===== src/source/soc_consts.svh =====
// build-time sizes; KB_FIFO_DEPTH must be a power of two and SEG_FRAME_BITS must stay 64
`ifndef SOC_CONSTS_SVH
`define SOC_CONSTS_SVH

// scan-code queue
// pointers wrap freely, so keep this a power of two
`define KB_FIFO_DEPTH 8

// flops on ps2_clk and ps2_data before edge detect
// one more flop adds one cycle to the push latency
`define PS2_SYNC_LEN 3

// serial display timing
// one bit period is 2**SEG_DIV_W clk200m cycles
`define SEG_DIV_W 2

// eight digits of eight pattern bits
`define SEG_FRAME_BITS 64

// s_clk held low this long between frames
// marks the frame boundary for the receiver
`define SEG_GAP_CYCLES 16

`endif


===== src/source/soc_pkg.sv =====
// types shared by the keyboard, controller and display blocks; no logic lives here
package soc_pkg;

    // one PS/2 scan code
    typedef logic [7:0] kb_code_t;

    // value on the display, digit 7 in the top nibble
    typedef logic [31:0] seg_word_t;

    // one digit, active low
    // bits 6..0 are segments g..a, bit 7 the decimal point
    typedef logic [7:0] seg_pat_t;

    // accepted key count, wraps at 32
    typedef logic [4:0] led_cnt_t;

    // PS/2 receiver
    typedef enum logic [1:0] {
        IDLE,
        DATA,
        PARITY,
        STOP
    } ps2_state_t;

    // display frame sequencer
    typedef enum logic {
        SHIFT,
        GAP
    } seg_state_t;

endpackage


===== src/source/ps2_kbd.sv =====
// ps2_clk must be far slower than clk200m; bad frames vanish silently and overflow stays set until rst
`timescale 1ns/1ns
`include "soc_consts.svh"

module ps2_kbd (
    input  logic              clk200m,
    input  logic              rst,
    input  logic              ps2_clk,
    input  logic              ps2_data,
    input  logic              kb_rd,
    output soc_pkg::kb_code_t kb_data,
    output logic              kb_ready,
    output logic              overflow
);
    import soc_pkg::*;

    localparam int PTR_W = $clog2(`KB_FIFO_DEPTH);

    // line synchronizers, idle bus is high
    logic [`PS2_SYNC_LEN-1:0] clk_sync;
    logic [`PS2_SYNC_LEN-1:0] data_sync;
    logic                     clk_prev;
    logic                     clk_fall;
    logic                     bit_in;

    // frame assembly
    ps2_state_t               state;
    logic [2:0]               bit_cnt;
    kb_code_t                 shreg;
    logic                     push;

    // scan-code queue
    kb_code_t                 mem [`KB_FIFO_DEPTH];
    logic [PTR_W-1:0]         wr_ptr;
    logic [PTR_W-1:0]         rd_ptr;
    logic [PTR_W:0]           count;
    logic                     full;
    logic                     do_wr;
    logic                     do_rd;

    always_ff @(posedge clk200m or posedge rst) begin
        if (rst) begin
            clk_sync  <= '1;
            data_sync <= '1;
            clk_prev  <= 1'b1;
        end else begin
            clk_sync  <= {clk_sync[`PS2_SYNC_LEN-2:0], ps2_clk};
            data_sync <= {data_sync[`PS2_SYNC_LEN-2:0], ps2_data};
            clk_prev  <= clk_sync[`PS2_SYNC_LEN-1];
        end
    end

    // one-cycle strobe per falling ps2_clk
    assign clk_fall = clk_prev & ~clk_sync[`PS2_SYNC_LEN-1];
    // data has the same delay as the clock
    assign bit_in   = data_sync[`PS2_SYNC_LEN-1];

    always_ff @(posedge clk200m or posedge rst) begin
        if (rst) begin
            state   <= IDLE;
            bit_cnt <= '0;
            push    <= 1'b0;
        end else begin
            push <= 1'b0;
            if (clk_fall) begin
                case (state)
                    // start bit must be 0
                    IDLE: begin
                        if (!bit_in) begin
                            state   <= DATA;
                            bit_cnt <= '0;
                        end
                    end
                    DATA: begin
                        bit_cnt <= bit_cnt + 3'd1;
                        if (bit_cnt == 3'd7) begin
                            state <= PARITY;
                        end
                    end
                    // odd parity over data plus parity bit
                    PARITY: begin
                        state <= (^{shreg, bit_in}) ? STOP : IDLE;
                    end
                    // stop bit must be 1, push goes out next cycle
                    STOP: begin
                        push  <= bit_in;
                        state <= IDLE;
                    end
                    default: state <= IDLE;
                endcase
            end
        end
    end

    // lsb first, so shift in from the top
    always_ff @(posedge clk200m) begin
        if (clk_fall && state == DATA) begin
            shreg <= {bit_in, shreg[7:1]};
        end
    end

    assign full  = (count == (PTR_W+1)'(`KB_FIFO_DEPTH));
    assign do_wr = push & ~full;
    assign do_rd = kb_rd & (count != '0);

    always_ff @(posedge clk200m) begin
        if (do_wr) begin
            mem[wr_ptr] <= shreg;
        end
    end

    always_ff @(posedge clk200m or posedge rst) begin
        if (rst) begin
            wr_ptr   <= '0;
            rd_ptr   <= '0;
            count    <= '0;
            overflow <= 1'b0;
        end else begin
            if (do_wr) begin
                wr_ptr <= wr_ptr + 1'b1;
            end
            if (do_rd) begin
                rd_ptr <= rd_ptr + 1'b1;
            end
            count <= count + {{PTR_W{1'b0}}, do_wr} - {{PTR_W{1'b0}}, do_rd};
            // full queue drops the new code
            if (push && full) begin
                overflow <= 1'b1;
            end
        end
    end

    // oldest code, valid while kb_ready
    assign kb_data  = mem[rd_ptr];
    assign kb_ready = (count != '0);

    a_no_pop_empty: assert property (@(posedge clk200m) disable iff (rst)
        kb_rd |-> count != '0)
        else $error("ps2_kbd: pop while queue empty");

    a_drop_sets_ovf: assert property (@(posedge clk200m) disable iff (rst)
        push && full |=> overflow)
        else $error("ps2_kbd: dropped code did not set overflow");

endmodule


===== src/source/seg_shift.sv =====
// drives a serial-load 8-digit display; seg_word is sampled only at frame start, so updates lag up to one frame
`timescale 1ns/1ns
`include "soc_consts.svh"

module seg_shift (
    input  logic               clk200m,
    input  logic               rst,
    input  soc_pkg::seg_word_t seg_word,
    output logic               s_clk,
    output logic               s_clrn,
    output logic               sout,
    output logic               seg_en
);
    import soc_pkg::*;

    localparam int DIGITS = `SEG_FRAME_BITS / 8;
    localparam int BIT_W  = $clog2(`SEG_FRAME_BITS);
    localparam int GAP_W  = $clog2(`SEG_GAP_CYCLES);

    seg_state_t                 state;
    logic [`SEG_DIV_W-1:0]      div_cnt;
    logic [BIT_W-1:0]           bit_cnt;
    logic [GAP_W-1:0]           gap_cnt;
    logic [`SEG_FRAME_BITS-1:0] shreg;
    logic [`SEG_FRAME_BITS-1:0] frame_pats;
    logic                       bit_end;
    logic                       frame_end;
    logic                       gap_end;
    logic                       run_q;

    // hex digit to active-low segments, decimal point off
    function automatic seg_pat_t hex2seg(input logic [3:0] nib);
        case (nib)
            4'h0: return 8'hc0;
            4'h1: return 8'hf9;
            4'h2: return 8'ha4;
            4'h3: return 8'hb0;
            4'h4: return 8'h99;
            4'h5: return 8'h92;
            4'h6: return 8'h82;
            4'h7: return 8'hf8;
            4'h8: return 8'h80;
            4'h9: return 8'h90;
            4'ha: return 8'h88;
            4'hb: return 8'h83;
            4'hc: return 8'hc6;
            4'hd: return 8'ha1;
            4'he: return 8'h86;
            default: return 8'h8e;
        endcase
    endfunction

    // digit 7 lands in the top byte and goes out first
    always_comb begin
        for (int i = 0; i < DIGITS; i++) begin
            frame_pats[i*8 +: 8] = hex2seg(seg_word[i*4 +: 4]);
        end
    end

    assign bit_end   = &div_cnt;
    assign frame_end = bit_end && (bit_cnt == BIT_W'(`SEG_FRAME_BITS - 1));
    assign gap_end   = (gap_cnt == GAP_W'(`SEG_GAP_CYCLES - 1));

    // reset parks on the last gap cycle so a frame loads at once
    always_ff @(posedge clk200m or posedge rst) begin
        if (rst) begin
            state   <= GAP;
            gap_cnt <= GAP_W'(`SEG_GAP_CYCLES - 1);
            div_cnt <= '0;
            bit_cnt <= '0;
            shreg   <= '1;
        end else begin
            case (state)
                SHIFT: begin
                    div_cnt <= div_cnt + 1'b1;
                    // shift as s_clk falls, ones fill behind
                    if (bit_end) begin
                        shreg   <= {shreg[`SEG_FRAME_BITS-2:0], 1'b1};
                        bit_cnt <= bit_cnt + 1'b1;
                        if (frame_end) begin
                            state   <= GAP;
                            gap_cnt <= '0;
                        end
                    end
                end
                default: begin
                    gap_cnt <= gap_cnt + 1'b1;
                    if (gap_end) begin
                        state   <= SHIFT;
                        div_cnt <= '0;
                        bit_cnt <= '0;
                        shreg   <= frame_pats;
                    end
                end
            endcase
        end
    end

    always_ff @(posedge clk200m or posedge rst) begin
        if (rst) begin
            run_q <= 1'b0;
        end else begin
            run_q <= 1'b1;
        end
    end

    // high half of each bit period, low through the gap
    assign s_clk  = (state == SHIFT) & div_cnt[`SEG_DIV_W-1];
    assign sout   = shreg[`SEG_FRAME_BITS-1];
    // display held cleared and blank while in reset
    assign s_clrn = run_q;
    assign seg_en = run_q;

    a_sout_stable: assert property (@(posedge clk200m) disable iff (rst)
        s_clk |-> $stable(sout))
        else $error("seg_shift: sout moved while s_clk high");

endmodule


===== src/source/io_ctrl.sv =====
// stands in for CPU loads and stores; at most one pop every two cycles, and swt[7] stalls all pops
`timescale 1ns/1ns

module io_ctrl (
    input  logic               clk200m,
    input  logic               rst,
    input  logic [7:0]         swt,
    input  soc_pkg::kb_code_t  kb_data,
    input  logic               kb_ready,
    input  logic               overflow,
    output logic               kb_rd,
    output soc_pkg::seg_word_t seg_word,
    output logic [6:0]         leds
);
    import soc_pkg::*;

    // two-flop switch synchronizer
    logic [7:0] swt_meta;
    logic [7:0] swt_sync;
    logic       hold;
    logic       show_swt;

    // last four codes with the newest in the low byte
    seg_word_t  history;
    led_cnt_t   key_cnt;

    always_ff @(posedge clk200m or posedge rst) begin
        if (rst) begin
            swt_meta <= '0;
            swt_sync <= '0;
        end else begin
            swt_meta <= swt;
            swt_sync <= swt_meta;
        end
    end

    assign hold     = swt_sync[7];
    assign show_swt = swt_sync[0];

    // pop strobe one cycle after ready is seen
    // skips the cycle after a pop so ready has settled
    always_ff @(posedge clk200m or posedge rst) begin
        if (rst) begin
            kb_rd <= 1'b0;
        end else begin
            kb_rd <= kb_ready & ~hold & ~kb_rd;
        end
    end

    // code is valid during the pop cycle itself
    always_ff @(posedge clk200m or posedge rst) begin
        if (rst) begin
            history <= '0;
            key_cnt <= '0;
        end else if (kb_rd) begin
            history <= {history[23:0], kb_data};
            key_cnt <= key_cnt + 1'b1;
        end
    end

    // swt[0] picks switches or key history
    assign seg_word = show_swt ? {24'h000000, swt_sync} : history;

    // led map
    assign leds[4:0] = key_cnt;
    assign leds[5]   = swt_sync[5];
    assign leds[6]   = overflow;

    // pop only against a ready queue and never two in a row
    a_rd_ready: assert property (@(posedge clk200m) disable iff (rst)
        kb_rd |-> kb_ready && !$past(kb_rd))
        else $error("io_ctrl: pop without ready or back to back");

endmodule


===== src/source/soc_top.sv =====
// board-level I/O only; no processor, everything on clk200m, leds[7] mirrors rst
`timescale 1ns/1ns

module soc_top (
    input  logic       clk200m,
    input  logic       rst,
    input  logic       ps2_clk,
    input  logic       ps2_data,
    input  logic [7:0] swt,
    output logic [7:0] leds,
    output logic       seg_clk,
    output logic       seg_clr,
    output logic       seg_dt,
    output logic       seg_en
);
    import soc_pkg::*;

    // keyboard to controller
    kb_code_t   kb_data;
    logic       kb_ready;
    logic       kb_rd;
    logic       overflow;

    // controller to display and leds
    seg_word_t  seg_word;
    logic [6:0] io_leds;

    ps2_kbd u_ps2_kbd (
        .clk200m  (clk200m),
        .rst      (rst),
        .ps2_clk  (ps2_clk),
        .ps2_data (ps2_data),
        .kb_rd    (kb_rd),
        .kb_data  (kb_data),
        .kb_ready (kb_ready),
        .overflow (overflow)
    );

    io_ctrl u_io_ctrl (
        .clk200m  (clk200m),
        .rst      (rst),
        .swt      (swt),
        .kb_data  (kb_data),
        .kb_ready (kb_ready),
        .overflow (overflow),
        .kb_rd    (kb_rd),
        .seg_word (seg_word),
        .leds     (io_leds)
    );

    seg_shift u_seg_shift (
        .clk200m  (clk200m),
        .rst      (rst),
        .seg_word (seg_word),
        .s_clk    (seg_clk),
        .s_clrn   (seg_clr),
        .sout     (seg_dt),
        .seg_en   (seg_en)
    );

    // top led shows reset
    assign leds = {rst, io_leds};

endmodule


===== config.mk =====
export PLATFORM = sky130hd
export DESIGN_NAME = soc_top
export DESIGN_NICKNAME = d
export VERILOG_FILES = /design/src/source/soc_pkg.sv /design/src/source/ps2_kbd.sv /design/src/source/seg_shift.sv /design/src/source/io_ctrl.sv /design/src/source/soc_top.sv
export VERILOG_INCLUDE_DIRS = /design/src /design/src/source
export SDC_FILE = /design/constraint.sdc
export NUM_CORES = 1
export LEC_CHECK = 0
export BUFFER_PORTS_ARGS = -buffer_cell sky130_fd_sc_hd__buf_2
export CAP_MARGIN = 20
export CORE_MARGIN = 2
export CORE_UTILIZATION = 63
export DETAILED_ROUTE_END_ITERATION = 8
export PLACE_DENSITY = 0.89
export REMOVE_ABC_BUFFERS = 1
export SYNTH_ARGS = -nofsm -noshare
export SYNTH_HDL_FRONTEND = slang
export SYNTH_SLANG_ARGS = --single-unit

===== constraint.sdc =====
create_clock -name clk200m -period 6.1 [get_ports clk200m]
set_input_delay 0.61 -clock clk200m [delete_from_list [all_inputs] [get_ports clk200m]]
set_output_delay 0.61 -clock clk200m [all_outputs]
set_load 0.05 [all_outputs]

==> flow_summary.json <==
{
  "num_rows": 49,
  "crit_arrival_ns": 3.18,
  "gp_congestion": 0.838,
  "ant_nets": 0,
  "postCtsSetupRepairBufs": 0,
  "drtPass1Iterations": 6,
  "max_freq_ghz": 0.363,
  "grt_pass1_wl_um": 37000,
  "cp-end-kind": "flop",
  "synth-edff-count": 72,
  "ir_worst_vdd_mv": 0.323,
  "start_util_pct": 64.0,
  "core-area_um2": 17900,
  "dp.cells": 1196,
  "area_growth_pct": 8.47,
  "drive_gt1_share_pct": 20.8,
  "io_pins": 24,
  "netlist.area_leader.share_pct": 18.9,
  "skew_ns": 0.0136,
  "h-tree-depth": 1,
  "cpMaxStageDelayCell": "mux2i_1",
  "syn_inst": 1000,
  "met3_length_um": 979,
  "synth-main-ff-cell": "dfrtp_1",
  "final_cells": 1243,
  "rsz0062_at_grt": "false",
  "async_flop_share_pct": 68.4,
  "stdcell_area_um2": 12400,
  "clk_pin_slew_ns": 0.06,
  "grt_pass1_vias": 7532,
  "worstPathRequired_ns": 6.53,
  "grt_max_degree": 111,
  "synth_top_area_cell": "edfxtp_1",
  "hold_viol_final": 0,
  "routed.top_layer": "met4",
  "tritoncts": "yes",
  "postCtsResizedCells": 0,
  "clockBufferDepth": 3,
  "critPathMaxStageDelay_ns": 0.65,
  "fin_crit_ns": 2.75,
  "grt_overflow": 0,
  "crit_path_start_kind": "flop",
  "die_h_um": 139,
  "finalCoreUtilization_pct": 69.4,
  "wl_met2_um": 11900,
  "post-dp-hpwl_um": 14200,
  "first_iter_violations": 492,
  "crit_chain": "buf_4 -> mux2i_1 -> inv_1 -> ha_1 -> nor2b_1 -> o21ai_0 -> o21ai_0 -> a21oi_1 -> o21ai_0",
  "nets": 1072,
  "synth.distinct_cells": 69,
  "cts_buffers": 24,
  "path_common_cell": "o21ai_0",
  "portBuffers": 23,
  "max-slew-margin-rel_pct": 34.4,
  "power.density_nw_per_um2": 378,
  "post-route-period-util_pct": 45.1,
  "placed_area_um2": 11600,
  "hold_buffers": 0,
  "clockRootBuffer": "clkbuf_16",
  "ys_ff_latch": 228,
  "antenna_found_initial": 0,
  "drv_slew": 0,
  "clk_latency_ns": 0.52,
  "wl_met1_um": 9140,
  "vias_per_cell": 6.10,
  "outcome": "finished clean",
  "routed_wl_um": 22700,
  "dieArea_um2": 19300,
  "grt_use_total_pct": 23.0,
  "yosysSeqAreaShare_pct": 53.8,
  "num_vias": 7587,
  "ys_warn_count": 0,
  "post_drt_wl_per_cell_um": 18.3,
  "cts.sinks": 228,
  "synth.cell_area_um2": 11500,
  "worst_pin_slew_ns": 0.984,
  "antenna_cells": 0,
  "worst_hold_slack_ns": 0.186,
  "setup_viol": 0,
  "critPathKind": "flop to flop",
  "maxCapViolCount": 0,
  "synthTopCellsByArea": "edfxtp_1, dfrtp_1, dfstp_2",
  "crit_fanout": 38,
  "fin_setup_tns_ns": 0,
  "route.detailed.drc": 0,
  "p_leak_nw": 5.12,
  "avgSynthCellArea_um2": 11.5,
  "hold_class": "input pin to flop",
  "die_width_um": 139
}
[power breakdown]
part | leakage [nW] | total, W | internal [W] | switching, W
registers | 2.42 | 0.00212 | 0.00176 | 0.000365
clock network | 0.384 | 0.00142 | 0.000837 | 0.000582
logic | 2.31 | 0.00116 | 0.000584 | 0.000577
total | 5.12 | 0.00470 | 0.00318 | 0.00152
[state kept, by name (all words and copies together), names as in the netlist, 4 cells and up]
signal and flops:
u_seg_shift.bit_cnt 6, u_io_ctrl.history 32, u_ps2_kbd.shreg 8, u_io_ctrl.key_cnt 5, u_ps2_kbd.mem 64, u_seg_shift.gap_cnt 4, u_io_ctrl.swt_meta 8, u_ps2_kbd.count 4
u_seg_shift.shreg 64, u_io_ctrl.swt_sync 8
[logic make-up after synthesis]
logic type	after synthesis	share of synthesized area, %
AOI/OAI and AO/OA	250	13.0
DFF	228	53.8
and+or+nand+nor	243	9.58
other	1	0.0327
muxes	93	10.6
xor gates and xnor gates	26	2.11
buffers and inverters	96	3.92
adders and majority gates	63	6.95
[cells in the mapped netlist (6+ instances only)]
master,count
xor2_1,9
a21o_1,12
xnor2_1,16
a22o_1,8
nand3_1,6
mux2_2,35
mux4_2,16
o31ai_1,6
a21oi_1,85
nor2b_1,15
a31oi_1,12
nor3_1,11
dfrtp_1,80
nand2_1,108
dfstp_2,76
clkbuf_1,21
buf_4,8
nand2b_1,9
o22ai_1,10
edfxtp_1,72
o21ai_0,72
o221ai_1,6
buf_2,28
nor2_1,65
mux2i_1,37
inv_1,33
and3_1,6
ha_1,62
o21ai_1,7
[layout make-up]
type	count	area (um^2)
Timing Repair Buffer	33	215
Inverter	34	133
Tap cell	229	287
Multi-Input combinational cell	676	4840
Clock inverter	8	88.8
Clock buffer	35	694
Fill cell	1225	5480
Sequential cell	228	6160
[routing by layer]
layer	vias up	track usage (%)
met4	0	7.23
met2	225	42.1
li1	3552	-
met1	3744	28.4
met3	66	3.35
met5	-	0
[metrics by stage]
| step | power [W] | setup WS [ns] |
|---|---|---|
| CTS | 0.00471 | 3.20 |
| floorplan | 0.00295 | 1.41 |
| global placement | 0.00319 | 3.34 |
| detailed placement | 0.00327 | 3.24 |
| finish | 0.00470 | 3.35 |
| global route | 0.00494 | 3.15 |
[layout by cell type (no fill, tap or decap), types with 35 or more instances in the layout]
cell        n
a21oi_1    85
nor2_1     65
o21ai_0    72
dfstp_2    76
nand2_1   108
edfxtp_1   72
ha_1       62
mux2i_1    37
mux2_2     35
dfrtp_1    79
[worst max-delay path: cells and delay by family, from the launching register on]
family          cells  cell delay (ns)
simple gates        1             0.15
mux                 1             0.65
compound gates      4             0.62
buf+inv             2             0.62
fa+ha+maj           1             0.29
flops               1             0.32
[worst paths after layout]
| kind | start | endpoint | slack (ns) | depth (start not counted) |
|---|---|---|---|---|
| max | u_io_ctrl.swt_sync[0] | u_seg_shift.shreg[11] | 3.35 | 9 |
| min | ps2_clk | u_ps2_kbd.clk_sync[0] | 0.19 | 1 |
| max in group asynchronous | rst | u_seg_shift.gap_cnt[1] | 4.63 | 3 |
| max reg2reg | u_io_ctrl.swt_sync[0] | u_seg_shift.shreg[11] | 3.35 | 9 |
| min in group asynchronous | rst | u_ps2_kbd.count[0] | 0.31 | 2 |
| min reg2reg | u_io_ctrl.swt_meta[4] | u_io_ctrl.swt_sync[4] | 0.35 | 0 |
Power figures use the tool's default switching activity.
